$ cat src/design/periph_pkg.sv
/*
 * Shared peripheral definitions: AXI4-Lite request and response structs,
 * response codes, register address map and timing constants
 */
`default_nettype none

package periph_pkg;

    typedef enum logic [1:0] {
        OKAY   = 2'b00,
        SLVERR = 2'b10
    } axil_resp_e;

    // Everything the master drives
    typedef struct packed {
        logic [7:0]  awaddr;
        logic        awvalid;
        logic [31:0] wdata;
        logic [3:0]  wstrb;
        logic        wvalid;
        logic        bready;
        logic [7:0]  araddr;
        logic        arvalid;
        logic        rready;
    } axil_req_t;

    // Everything the slave drives
    typedef struct packed {
        logic        awready;
        logic        wready;
        logic        bvalid;
        axil_resp_e  bresp;
        logic        arready;
        logic        rvalid;
        logic [31:0] rdata;
        axil_resp_e  rresp;
    } axil_rsp_t;

    // Peripheral register map
    localparam logic [7:0] ADDR_GPIO_OUT    = 8'h00;
    localparam logic [7:0] ADDR_GPIO_IN     = 8'h04;
    localparam logic [7:0] ADDR_GPIO_SEL    = 8'h0C;
    localparam logic [7:0] ADDR_UART_DATA   = 8'h10;
    localparam logic [7:0] ADDR_UART_STATUS = 8'h14;
    localparam logic [7:0] ADDR_PWM         = 8'h28;

    // Short bit period keeps simulation frames brief
    localparam int UART_CLKS_PER_BIT = 8;
    localparam int UART_CNT_W        = $clog2(UART_CLKS_PER_BIT);

    localparam int PWM_WIDTH = 8;

endpackage

`default_nettype wire

$ cat src/design/axil_arbiter.sv
/*
 * Round-robin arbiter joining two AXI4-Lite masters onto one slave port,
 * one transaction per grant
 */
`timescale 1ns/100ps
`default_nettype none

module axil_arbiter (
    input  logic                  clk,
    input  logic                  rst_reg_n,
    input  periph_pkg::axil_req_t m0_req,
    output periph_pkg::axil_rsp_t m0_rsp,
    input  periph_pkg::axil_req_t m1_req,
    output periph_pkg::axil_rsp_t m1_rsp,
    output periph_pkg::axil_req_t s_req,
    input  periph_pkg::axil_rsp_t s_rsp
);
    import periph_pkg::*;

    logic [1:0] grant;
    logic       last_win;
    logic       is_write;
    logic       req0;
    logic       req1;
    logic       pick1;
    logic       done;
    axil_req_t  sel_req;
    axil_rsp_t  gated_rsp;

    assign req0 = m0_req.awvalid | m0_req.arvalid;
    assign req1 = m1_req.awvalid | m1_req.arvalid;

    // Master 1 takes it when alone, or on a tie after master 0 won last
    assign pick1 = req1 & (~req0 | ~last_win);

    // Grant ends on the B or R handshake of its own transaction
    assign done = is_write ? (s_rsp.bvalid & s_req.bready)
                           : (s_rsp.rvalid & s_req.rready);

    always_ff @(posedge clk) begin
        if (!rst_reg_n) begin
            grant    <= 2'b00;
            last_win <= 1'b1;
            is_write <= 1'b0;
        end else if (grant == 2'b00) begin
            if (req0 | req1) begin
                grant    <= pick1 ? 2'b10 : 2'b01;
                last_win <= pick1;
                // Write goes first if the winner has both
                is_write <= pick1 ? m1_req.awvalid : m0_req.awvalid;
            end
        end else if (done) begin
            grant <= 2'b00;
        end
    end

    // Forward only the channel group of the granted transaction
    always_comb begin
        sel_req = grant[1] ? m1_req : m0_req;
        s_req   = '0;
        if (grant != 2'b00) begin
            if (is_write) begin
                s_req.awaddr  = sel_req.awaddr;
                s_req.awvalid = sel_req.awvalid;
                s_req.wdata   = sel_req.wdata;
                s_req.wstrb   = sel_req.wstrb;
                s_req.wvalid  = sel_req.wvalid;
                s_req.bready  = sel_req.bready;
            end else begin
                s_req.araddr  = sel_req.araddr;
                s_req.arvalid = sel_req.arvalid;
                s_req.rready  = sel_req.rready;
            end
        end
    end

    // Hide the other channel group so a waiting read is not accepted early
    always_comb begin
        gated_rsp = s_rsp;
        if (is_write) begin
            gated_rsp.arready = 1'b0;
            gated_rsp.rvalid  = 1'b0;
        end else begin
            gated_rsp.awready = 1'b0;
            gated_rsp.wready  = 1'b0;
            gated_rsp.bvalid  = 1'b0;
        end
        m0_rsp = grant[0] ? gated_rsp : '0;
        m1_rsp = grant[1] ? gated_rsp : '0;
    end

    // A slave response only exists while some master holds the grant
    a_rsp_granted: assert property (@(posedge clk) disable iff (!rst_reg_n)
        grant == 2'b00 |-> !s_rsp.bvalid && !s_rsp.rvalid);

    a_grant_held: assert property (@(posedge clk) disable iff (!rst_reg_n)
        (s_rsp.bvalid || s_rsp.rvalid) && !done |=> $stable(grant));

endmodule

`default_nettype wire

$ cat src/design/periph_regs.sv
/*
 * AXI4-Lite register block: address decode, GPIO registers, read mux,
 * output pin mux and UART/PWM strobes
 */
`timescale 1ns/100ps
`default_nettype none

module periph_regs (
    input  logic                                clk,
    input  logic                                rst_reg_n,
    input  periph_pkg::axil_req_t               s_req,
    output periph_pkg::axil_rsp_t               s_rsp,
    input  logic [7:0]                          gpio_in,
    output logic [7:0]                          uo_out,
    output logic                                uart_start,
    output logic [7:0]                          uart_data,
    input  logic                                uart_busy,
    input  logic                                uart_txd,
    output logic                                pwm_set,
    output logic [periph_pkg::PWM_WIDTH-1:0]    pwm_level,
    input  logic                                pwm
);
    import periph_pkg::*;

    logic [7:0]           gpio_out;
    logic [8:0]           gpio_sel;
    logic [7:0]           gpio_in_meta;
    logic [7:0]           gpio_in_sync;
    logic                 wr_hs;
    logic                 rd_hs;
    logic                 wr_mapped;
    logic                 rd_mapped;
    logic [31:0]          rd_data;
    logic                 bvalid_q;
    axil_resp_e           bresp_q;
    logic                 rvalid_q;
    logic [31:0]          rdata_q;
    axil_resp_e           rresp_q;
    logic                 pwm_set_q;
    logic [PWM_WIDTH-1:0] pwm_level_q;

    function automatic logic addr_mapped(input logic [7:0] addr);
        return addr == ADDR_GPIO_OUT || addr == ADDR_GPIO_IN ||
               addr == ADDR_GPIO_SEL || addr == ADDR_UART_DATA ||
               addr == ADDR_UART_STATUS || addr == ADDR_PWM;
    endfunction

    // Address and data are taken together, one outstanding response each way
    assign wr_hs     = s_req.awvalid & s_req.wvalid & ~bvalid_q;
    assign rd_hs     = s_req.arvalid & ~rvalid_q;
    assign wr_mapped = addr_mapped(s_req.awaddr);

    always_ff @(posedge clk) begin
        gpio_in_meta <= gpio_in;
        gpio_in_sync <= gpio_in_meta;
    end

    always_ff @(posedge clk) begin
        if (!rst_reg_n) begin
            gpio_out    <= '0;
            gpio_sel    <= '0;
            pwm_set_q   <= 1'b0;
            pwm_level_q <= '0;
        end else begin
            pwm_set_q <= 1'b0;
            if (wr_hs && s_req.awaddr == ADDR_GPIO_OUT && s_req.wstrb[0])
                gpio_out <= s_req.wdata[7:0];
            if (wr_hs && s_req.awaddr == ADDR_GPIO_SEL) begin
                if (s_req.wstrb[0])
                    gpio_sel[7:0] <= s_req.wdata[7:0];
                if (s_req.wstrb[1])
                    gpio_sel[8] <= s_req.wdata[8];
            end
            if (wr_hs && s_req.awaddr == ADDR_PWM && s_req.wstrb[0]) begin
                pwm_set_q   <= 1'b1;
                pwm_level_q <= s_req.wdata[PWM_WIDTH-1:0];
            end
        end
    end

    // UART drops the byte itself when already sending
    assign uart_start = wr_hs & (s_req.awaddr == ADDR_UART_DATA) & s_req.wstrb[0];
    assign uart_data  = s_req.wdata[7:0];
    assign pwm_set    = pwm_set_q;
    assign pwm_level  = pwm_level_q;

    // Pin mux
    assign uo_out[0]   = gpio_sel[0] ? gpio_out[0] : uart_txd;
    assign uo_out[6:1] = gpio_sel[6:1] & gpio_out[6:1];
    assign uo_out[7]   = gpio_sel[8] ? pwm : (gpio_sel[7] & gpio_out[7]);

    always_comb begin
        rd_mapped = 1'b1;
        case (s_req.araddr)
            ADDR_GPIO_OUT:    rd_data = {24'h0, uo_out};
            ADDR_GPIO_IN:     rd_data = {24'h0, gpio_in_sync};
            ADDR_GPIO_SEL:    rd_data = {23'h0, gpio_sel};
            ADDR_UART_DATA:   rd_data = '0;
            ADDR_UART_STATUS: rd_data = {31'h0, uart_busy};
            ADDR_PWM:         rd_data = {{(32 - PWM_WIDTH){1'b0}}, pwm_level_q};
            default: begin
                rd_data   = '1;
                rd_mapped = 1'b0;
            end
        endcase
    end

    always_ff @(posedge clk) begin
        if (!rst_reg_n) begin
            bvalid_q <= 1'b0;
            rvalid_q <= 1'b0;
        end else begin
            if (wr_hs)
                bvalid_q <= 1'b1;
            else if (s_req.bready)
                bvalid_q <= 1'b0;
            if (rd_hs)
                rvalid_q <= 1'b1;
            else if (s_req.rready)
                rvalid_q <= 1'b0;
        end
    end

    always_ff @(posedge clk) begin
        if (wr_hs)
            bresp_q <= wr_mapped ? OKAY : SLVERR;
        if (rd_hs) begin
            rdata_q <= rd_data;
            rresp_q <= rd_mapped ? OKAY : SLVERR;
        end
    end

    always_comb begin
        s_rsp         = '0;
        s_rsp.awready = wr_hs;
        s_rsp.wready  = wr_hs;
        s_rsp.bvalid  = bvalid_q;
        s_rsp.bresp   = bresp_q;
        s_rsp.arready = rd_hs;
        s_rsp.rvalid  = rvalid_q;
        s_rsp.rdata   = rdata_q;
        s_rsp.rresp   = rresp_q;
    end

    a_bvalid_hold: assert property (@(posedge clk) disable iff (!rst_reg_n)
        s_rsp.bvalid && !s_req.bready |=> s_rsp.bvalid && $stable(s_rsp.bresp));

endmodule

`default_nettype wire

$ cat src/design/uart_tx.sv
/*
 * 8N1 serial transmitter with busy flag
 */
`timescale 1ns/100ps
`default_nettype none

module uart_tx (
    input  logic       clk,
    input  logic       rst_reg_n,
    input  logic       start,
    input  logic [7:0] data,
    output logic       txd,
    output logic       busy
);
    import periph_pkg::*;

    logic [UART_CNT_W-1:0] clk_cnt;
    logic [3:0]            bit_idx;
    logic [9:0]            shift;
    logic                  bit_end;

    assign bit_end = (clk_cnt == UART_CNT_W'(UART_CLKS_PER_BIT - 1));

    always_ff @(posedge clk) begin
        if (!rst_reg_n) begin
            busy    <= 1'b0;
            clk_cnt <= '0;
            bit_idx <= '0;
        end else if (!busy) begin
            if (start) begin
                busy    <= 1'b1;
                clk_cnt <= '0;
                bit_idx <= '0;
            end
        end else if (bit_end) begin
            clk_cnt <= '0;
            bit_idx <= bit_idx + 4'd1;
            // Stop bit is index 9
            if (bit_idx == 4'd9)
                busy <= 1'b0;
        end else begin
            clk_cnt <= clk_cnt + 1'b1;
        end
    end

    // Frame is stop, data, start from msb down, sent from bit 0
    always_ff @(posedge clk) begin
        if (!busy && start)
            shift <= {1'b1, data, 1'b0};
        else if (busy && bit_end)
            shift <= {1'b1, shift[9:1]};
    end

    // Line idles high
    assign txd = busy ? shift[0] : 1'b1;

    // Stop bit drives the line high up to the end of the frame
    a_stop_high: assert property (@(posedge clk) disable iff (!rst_reg_n)
        busy && bit_end && bit_idx == 4'd9 |-> txd);

endmodule

`default_nettype wire

$ cat src/design/pwm_ctrl.sv
/*
 * Free-running PWM with level reloaded at counter wrap
 */
`timescale 1ns/100ps
`default_nettype none

module pwm_ctrl (
    input  logic                             clk,
    input  logic                             rst_reg_n,
    input  logic                             set,
    input  logic [periph_pkg::PWM_WIDTH-1:0] level,
    output logic                             pwm
);
    import periph_pkg::*;

    logic [PWM_WIDTH-1:0] count;
    logic [PWM_WIDTH-1:0] pending;
    logic [PWM_WIDTH-1:0] active;
    logic                 wrap;

    assign wrap = (count == {PWM_WIDTH{1'b1}});

    always_ff @(posedge clk) begin
        if (!rst_reg_n) begin
            count   <= '0;
            pending <= '0;
            active  <= '0;
        end else begin
            count <= count + 1'b1;
            if (set)
                pending <= level;
            // A level written on the wrap cycle still makes this period
            if (wrap)
                active <= set ? level : pending;
        end
    end

    // Exactly active high cycles per period
    assign pwm = (count < active);

endmodule

`default_nettype wire

$ cat src/design/periph_top.sv
/*
 * Peripheral top: arbiter, register block, UART transmitter and PWM
 */
`timescale 1ns/100ps
`default_nettype none

module periph_top (
    input  logic                  clk,
    input  logic                  rst_reg_n,
    input  periph_pkg::axil_req_t m0_req,
    output periph_pkg::axil_rsp_t m0_rsp,
    input  periph_pkg::axil_req_t m1_req,
    output periph_pkg::axil_rsp_t m1_rsp,
    input  logic [7:0]            gpio_in,
    output logic [7:0]            uo_out
);
    import periph_pkg::*;

    axil_req_t            s_req;
    axil_rsp_t            s_rsp;
    logic                 uart_start;
    logic [7:0]           uart_data;
    logic                 uart_txd;
    logic                 uart_busy;
    logic                 pwm_set;
    logic [PWM_WIDTH-1:0] pwm_level;
    logic                 pwm_out;

    // Processor on port 0, debug host on port 1
    axil_arbiter i_arbiter (
        .clk       (clk),
        .rst_reg_n (rst_reg_n),
        .m0_req    (m0_req),
        .m0_rsp    (m0_rsp),
        .m1_req    (m1_req),
        .m1_rsp    (m1_rsp),
        .s_req     (s_req),
        .s_rsp     (s_rsp)
    );

    periph_regs i_regs (
        .clk        (clk),
        .rst_reg_n  (rst_reg_n),
        .s_req      (s_req),
        .s_rsp      (s_rsp),
        .gpio_in    (gpio_in),
        .uo_out     (uo_out),
        .uart_start (uart_start),
        .uart_data  (uart_data),
        .uart_busy  (uart_busy),
        .uart_txd   (uart_txd),
        .pwm_set    (pwm_set),
        .pwm_level  (pwm_level),
        .pwm        (pwm_out)
    );

    uart_tx i_uart_tx (
        .clk       (clk),
        .rst_reg_n (rst_reg_n),
        .start     (uart_start),
        .data      (uart_data),
        .txd       (uart_txd),
        .busy      (uart_busy)
    );

    pwm_ctrl i_pwm (
        .clk       (clk),
        .rst_reg_n (rst_reg_n),
        .set       (pwm_set),
        .level     (pwm_level),
        .pwm       (pwm_out)
    );

endmodule

`default_nettype wire

$ cat config.mk
export PLATFORM = sky130hd
export DESIGN_NAME = periph_top
export DESIGN_NICKNAME = d
export VERILOG_FILES = /design/src/design/periph_pkg.sv /design/src/design/axil_arbiter.sv /design/src/design/periph_regs.sv /design/src/design/uart_tx.sv /design/src/design/pwm_ctrl.sv /design/src/design/periph_top.sv
export SDC_FILE = /design/constraint.sdc
export NUM_CORES = 1
export LEC_CHECK = 0
export BUFFER_PORTS_ARGS = -buffer_cell sky130_fd_sc_hd__clkbuf_2
export CAP_MARGIN = 0
export CORE_MARGIN = 5
export CORE_UTILIZATION = 46
export CTS_CLUSTER_DIAMETER = 50
export DETAILED_ROUTE_END_ITERATION = 12
export PLACE_DENSITY_LB_ADDON = 0.2
export SYNTH_ARGS = -nofsm -noshare
export SYNTH_HDL_FRONTEND = slang
export SYNTH_SLANG_ARGS = --single-unit
$ cat constraint.sdc
create_clock -name clk -period 5.1 [get_ports clk]
set_input_delay 1.02 -clock clk [delete_from_list [all_inputs] [get_ports clk]]
set_output_delay 1.02 -clock clk [all_outputs]
set_load 0.01 [all_outputs]
* Yosys cells after proc, flatten, opt, wreduce, memory -nomap -nowiden
Index checks and enable logic that the tools add are counted.
** Storage, ports and cells
- Bits in registers :: 125
- Latch bits :: 0
- Bits in writable memories :: 0
- ROM bits :: 0
- Bits of input ports :: 124
- Output and inout port bits :: 90
- Memories :: 0
** Operators by class
- Add/subtract/negate cells :: 3
- Multiply operators :: 0
- Div/mod/pow operators :: 0
- $lt $le $gt $ge :: 1
- Eq/ne operators :: 15
- Shift operators :: 0
- Mux-type cells :: 39
- Bitwise gates (word level) :: 18
- Reduce and logical (&&, ||, !) cells :: 28
** Operators by type and width (number)
- case mux 32 bit (6 select lines) :: 1
- two-way mux 57 bit :: 2
- two-way mux 41 bit :: 2
- two-way mux 47 bit :: 1
- equality test 8 x 5 -> 1 bit, second input constant :: 4
- two-way mux 9 bit :: 2
- equality test 8 x 3 -> 1 bit, second input constant :: 2
- equality test 8 x 4 -> 1 bit, second input constant :: 2
- equality test 8 x 6 -> 1 bit, second input constant :: 2
- logical NOT 8 bit :: 2
- two-way mux 1 bit :: 15
- two-way mux 2 bit :: 7
- two-way mux 3 bit :: 4
- two-way mux 4 bit :: 3
- nonzero test 2 bit :: 6
- two-way mux 10 bit :: 1
- AND reduction 2 bit :: 5
- bitwise AND 1 bit :: 9
- adder 8 x 1 -> 8 bit, second input constant :: 1
- equality test 8 bit, second input constant :: 1
- < comparator 8 bit :: 1
- two-way mux 8 bit :: 1
- logical AND 1 bit :: 7
- bitwise AND 6 bit :: 1
- other kinds (11) :: 22

* Logic depth before layout (Yosys ltp)
- Depth in word-level cells :: 10
- Depth in mapped cells :: 9
- Mapped depth without buffers :: 7

* Modules after synthesis
A second synthesis with hierarchy kept.
** Second synthesis, totals
- Cell total of the unflattened synthesis :: 705
- Area, all modules :: 6125.9 um^2
** By module, submodules not included
- periph_regs :: times used 1, cells an instance 252, area an instance 2494.9 um^2
- axil_arbiter :: times used 1, cells an instance 254, area an instance 1687.9 um^2
- pwm_ctrl :: times used 1, cells an instance 111, area an instance 1126.1 um^2
- uart_tx :: times used 1, cells an instance 88, area an instance 817.0 um^2

* Least setup slack after synthesis
OpenSTA, ideal clock, no wires.
- Path kind :: register to output
- Start :: register i_arbiter.grant[1]
- End :: output m0_rsp[35] in the netlist's numbering
- Arrival :: 2.342 ns
- Data required time :: 4.080 ns
- Setup slack :: 1.738 ns
- Stages on the path, launching flop included :: 8
- Buffers on the path :: 4
- Path through :: dfxtp_1 -> buf_6 -> buf_6 -> buf_2 -> clkbuf_1 -> mux2i_1 -> nor3_1 -> and2_1
** RTL lines
- from (decl) :: line axil_arbiter.sv:20 : logic [1:0] grant;
- from (signal assigned) :: line axil_arbiter.sv:47 : grant <= pick1 ? 2'b10 : 2'b01;
- to (decl) :: line periph_top.sv:11 : output periph_pkg::axil_rsp_t m0_rsp,

* Final worst setup path
- Start :: register i_arbiter.grant[1]
- End :: register i_uart_tx.shift[5] (enable)
** Between the ends
- Cells in the longest elaborated chain, start to end :: 9
** Ends and longest elaborated chain
- two-way mux 57 bit :: line axil_arbiter.sv:59 : sel_req = grant[1] ? m1_req : m0_req;
- two-way mux 47 bit :: line axil_arbiter.sv:62 : if (is_write) begin
- two-way mux 57 bit (*) :: line axil_arbiter.sv:61 : if (grant != 2'b00) begin
- bitwise AND 1 bit (2 in series) :: line periph_regs.sv:49 : assign wr_hs = s_req.awvalid & s_req.wvalid & ~bvalid_q;
- bitwise AND 1 bit :: line periph_regs.sv:82 : assign uart_start = wr_hs & (s_req.awaddr == ADDR_UART_DATA) & s_req.wstrb[0];
- bitwise AND 1 bit (*) :: line periph_regs.sv:82
- logical AND 1 bit (*) :: line uart_tx.sv:48 : if (!busy && start)
- nonzero test 2 bit (no line) (*)
- to (signal assigned) :: line uart_tx.sv:49 : shift <= {1'b1, data, 1'b0};
- to (signal assigned) :: line uart_tx.sv:51 : shift <= {1'b1, shift[9:1]};
- to (decl) :: line uart_tx.sv:19 : logic [9:0] shift;
Mark *: on every way between the ends. The rest lies on a longest branch, timed or not.
A chain may end at the register's enable or synchronous reset.

==> results.yml <==
clock_network:
  post_cts_resized: 0
  root_buffer: "clkbuf_16"
  clock_path_buffers: 2
  clk_pin_slew_ps: 70
  hold_buffers: 0
  clk_latency_ps: 340
  cts_tree: "done"
  cts_buffers: 9
  h-tree-depth: 3
  clkSinkCount: 101
  post_cts_buffers: 0
critical_path:
  cp.required_ps: 5130
  worst-path-max-fanout: 34
  cp_slowest_stage_delay_ps: 680
  critPathSlowestCell: "a2111oi_4"
  worstSetupPathType: "flop to flop"
  start_kind: "flop"
  cp_top_family: "simple AND/OR/NAND/NOR gates"
  worst_ep_arrival_time_ps: 3260
  cp.buffers_inverters: 1
  startpoint: "i_arbiter.grant[1]"
  r2r-start: "i_arbiter.grant[1]"
  cp-end-kind: "flop"
  path_cells: "buf_4 -> mux2i_1 -> a2111oi_4 -> and4bb_1 -> and2b_2 -> or2_2"
global_routing:
  grt_pass1_wl_um: 21800
  antenna_found_initial: 0
  grt_max_degree: 43
  grt_overflow: 0
  grt_use_total: 0.188
  grt_pass1_vias: 4397
sta:
  hold_viol: 0
  max_freq_mhz: 310
  tightest_slew_ps: 1010
  min_period_ps: 3230
  max_slew_margin: 0.324
  period_share: 0.633
  rsz0062_at_grt: "false"
  skew_ps: 10.2
  finalSetupTns_ps: 0
  drv_slew: 0
  setup_viol: 0
routing:
  drt.antenna.violating_nets: 0
  first_iter_violations: 192
  dr_total_vias: 4370
  drt-total-wl_um: 13300
  dr.pass1.iters: 4
  wl_per_cell_um: 16.3
  drcViolationCount: 0
  viasPerCell: 5.36
power_and_ir_drop:
  ir_drop_mv: 0.156
  p_leak_nw: 2.61
  switching_share: 0.280
  p_clk_frac: 0.364
  power.internal_mw: 1.44
  seqPwrFrac: 0.442
  power.switching_mw: 0.560
  power_frac_comb: 0.194
  p_total_mw: 2.00
  powerDensity_nw_per_um2: 324
floorplanning:
  boundaryPins: 214
  die_y_um: 118
  start_util: 0.470
  rows: 39
  die_w_um: 118
  core_sq_um: 11400
  dieArea_sq_um: 13900
logic_synthesis:
  ys_seq_area_frac: 0.414
  syn_area_sq_um: 5360
  async_flop_share: 0
  yosys_warnings: 0
  ys.flop_type: "dfxtp_1"
  yosysTopAreaCell: "dfxtp_1"
  syn_avg_cell_area_sq_um: 9.41
  ys_ff_latch: 101
  synthCells: 570
  synth_edf_count: 20
  synth.distinct_cells: 69
  synth_top_area_share: 0.302
  netlist_top_cells_count: "dfxtp_1 (81), buf_4 (51), nor2_1 (49)"
  synthTopCellsByArea: "dfxtp_1 (30%), edfxtp_1 (11%), mux2i_1 (7.3%), buf_4 (7.1%), and2_1 (4.3%)"
  synth_most_common_cell: "dfxtp_1"
final_layout:
  area_growth_pct: 15.0
  fin_nets: 804
  n_antenna_cell: 0
  fin_util: 0.540
  drive_gt1_frac: 0.312
  final_cells: 816
  n_fill_cell: 1065
placement:
  dp_hpwl_um: 10200
  port_buffers: 159
  gp_congestion: 0.846
  place_inst: 800
hold_path:
  min_path_type: "flop to flop"
  hold_start: "i_regs.gpio_in_meta[2]"
run_status:
  outcome: "finished, final reports clean"
run:
  cap_violations: 0
[metal layers]
metal	track usage	wire [um]
met5	0	0
met4	0.0588	215
met2	0.320	6320
met3	0.0509	1090
met1	0.232	5690
[cell type report]
type | count | area [sq um] | area share
clock buffers | 9 | 225 | 0.0365
clock inverters | 7 | 95.1 | 0.0154
inverters | 13 | 48.8 | 0.00791
multi-input cells | 381 | 2580 | 0.418
flip-flops and latches | 101 | 2220 | 0.360
well taps | 143 | 179 | 0.0290
repair buffers | 162 | 818 | 0.133
[final timing paths]
check                           cells after the start                     end  slack, ps
worst max register to register                      6      i_uart_tx.shift[5]       1870
worst max-delay path                                6      i_uart_tx.shift[5]       1870
worst min register to register                      0  i_regs.gpio_in_sync[2]        320
worst min-delay path                                0  i_regs.gpio_in_sync[2]        320
[registers in the layout, indices dropped and copies added, names as in the netlist, 2 cells and up]
| name | count |
|---|---|
| i_regs.gpio_in_meta | 8 |
| i_regs.rdata_q | 10 |
| i_regs.gpio_in_sync | 8 |
| i_regs.pwm_level | 8 |
| i_pwm.active | 8 |
| i_pwm.count | 8 |
| i_arbiter.grant | 2 |
| i_pwm.pending | 8 |
| i_uart_tx.clk_cnt | 3 |
| i_uart_tx.shift | 9 |
| i_regs.gpio_out | 8 |
| i_regs.gpio_sel | 9 |
| i_uart_tx.bit_idx | 4 |
[power by group through the flow]
stage	Sequential, mW	Combinational (mW)	Clock (mW)
floorplan	0.881	0.313	0
global placement	0.901	0.385	0
detailed placement	0.902	0.391	0
CTS	0.884	0.393	0.743
global route	0.888	0.427	0.775
finish	0.884	0.389	0.727
[cell usage in the layout, fill, tap and decap left out, types with 5 or more instances in the layout]
master / netlist / final
a211oi_1: 9 / 9
a21oi_1: 21 / 21
a22o_1: 7 / 7
a2bb2oi_1: 6 / 6
and2_1: 37 / 37
and3_1: 5 / 5
clkbuf_16: 0 / 9
clkbuf_2: 1 / 159
dfxtp_1: 81 / 80
edfxtp_1: 20 / 20
ha_1: 12 / 12
inv_1: 12 / 12
mux2_2: 13 / 13
mux2i_1: 39 / 39
nand2_1: 44 / 44
nand2b_1: 6 / 6
nand3_1: 24 / 24
nor2_1: 49 / 49
nor3_1: 21 / 20
nor4_1: 5 / 5
o21ai_0: 10 / 10
[kinds of logic (layout without fill, tap and decap cells)]
logic type | count (synthesis) | after routing | synth area share
flops | 101 | 101 | 0.414
simple gates | 224 | 224 | 0.224
compound gates | 82 | 82 | 0.113
fa+ha+maj | 12 | 12 | 0.0280
buf+inv | 91 | 191 | 0.108
other cells | 1 | 4 | 0.000699
xor+xnor | 6 | 6 | 0.00980
mux | 53 | 53 | 0.103
[per-stage QoR]
| step | cell area, sq um | hold WS, ps | worst slack, ps |
|---|---|---|---|
| 3_5_place_dp | 5850 | 312 | 1800 |
| 2_1_floorplan | 5380 | 310 | 1740 |
| 3_3_place_gp | 5850 | 312 | 1820 |
| 5_1_grt | 6170 | 330 | 1590 |
| 6_report | 6170 | 324 | 1870 |
| 4_1_cts | 6170 | 322 | 1810 |
Note: power is estimated with default switching activity, not from simulation.
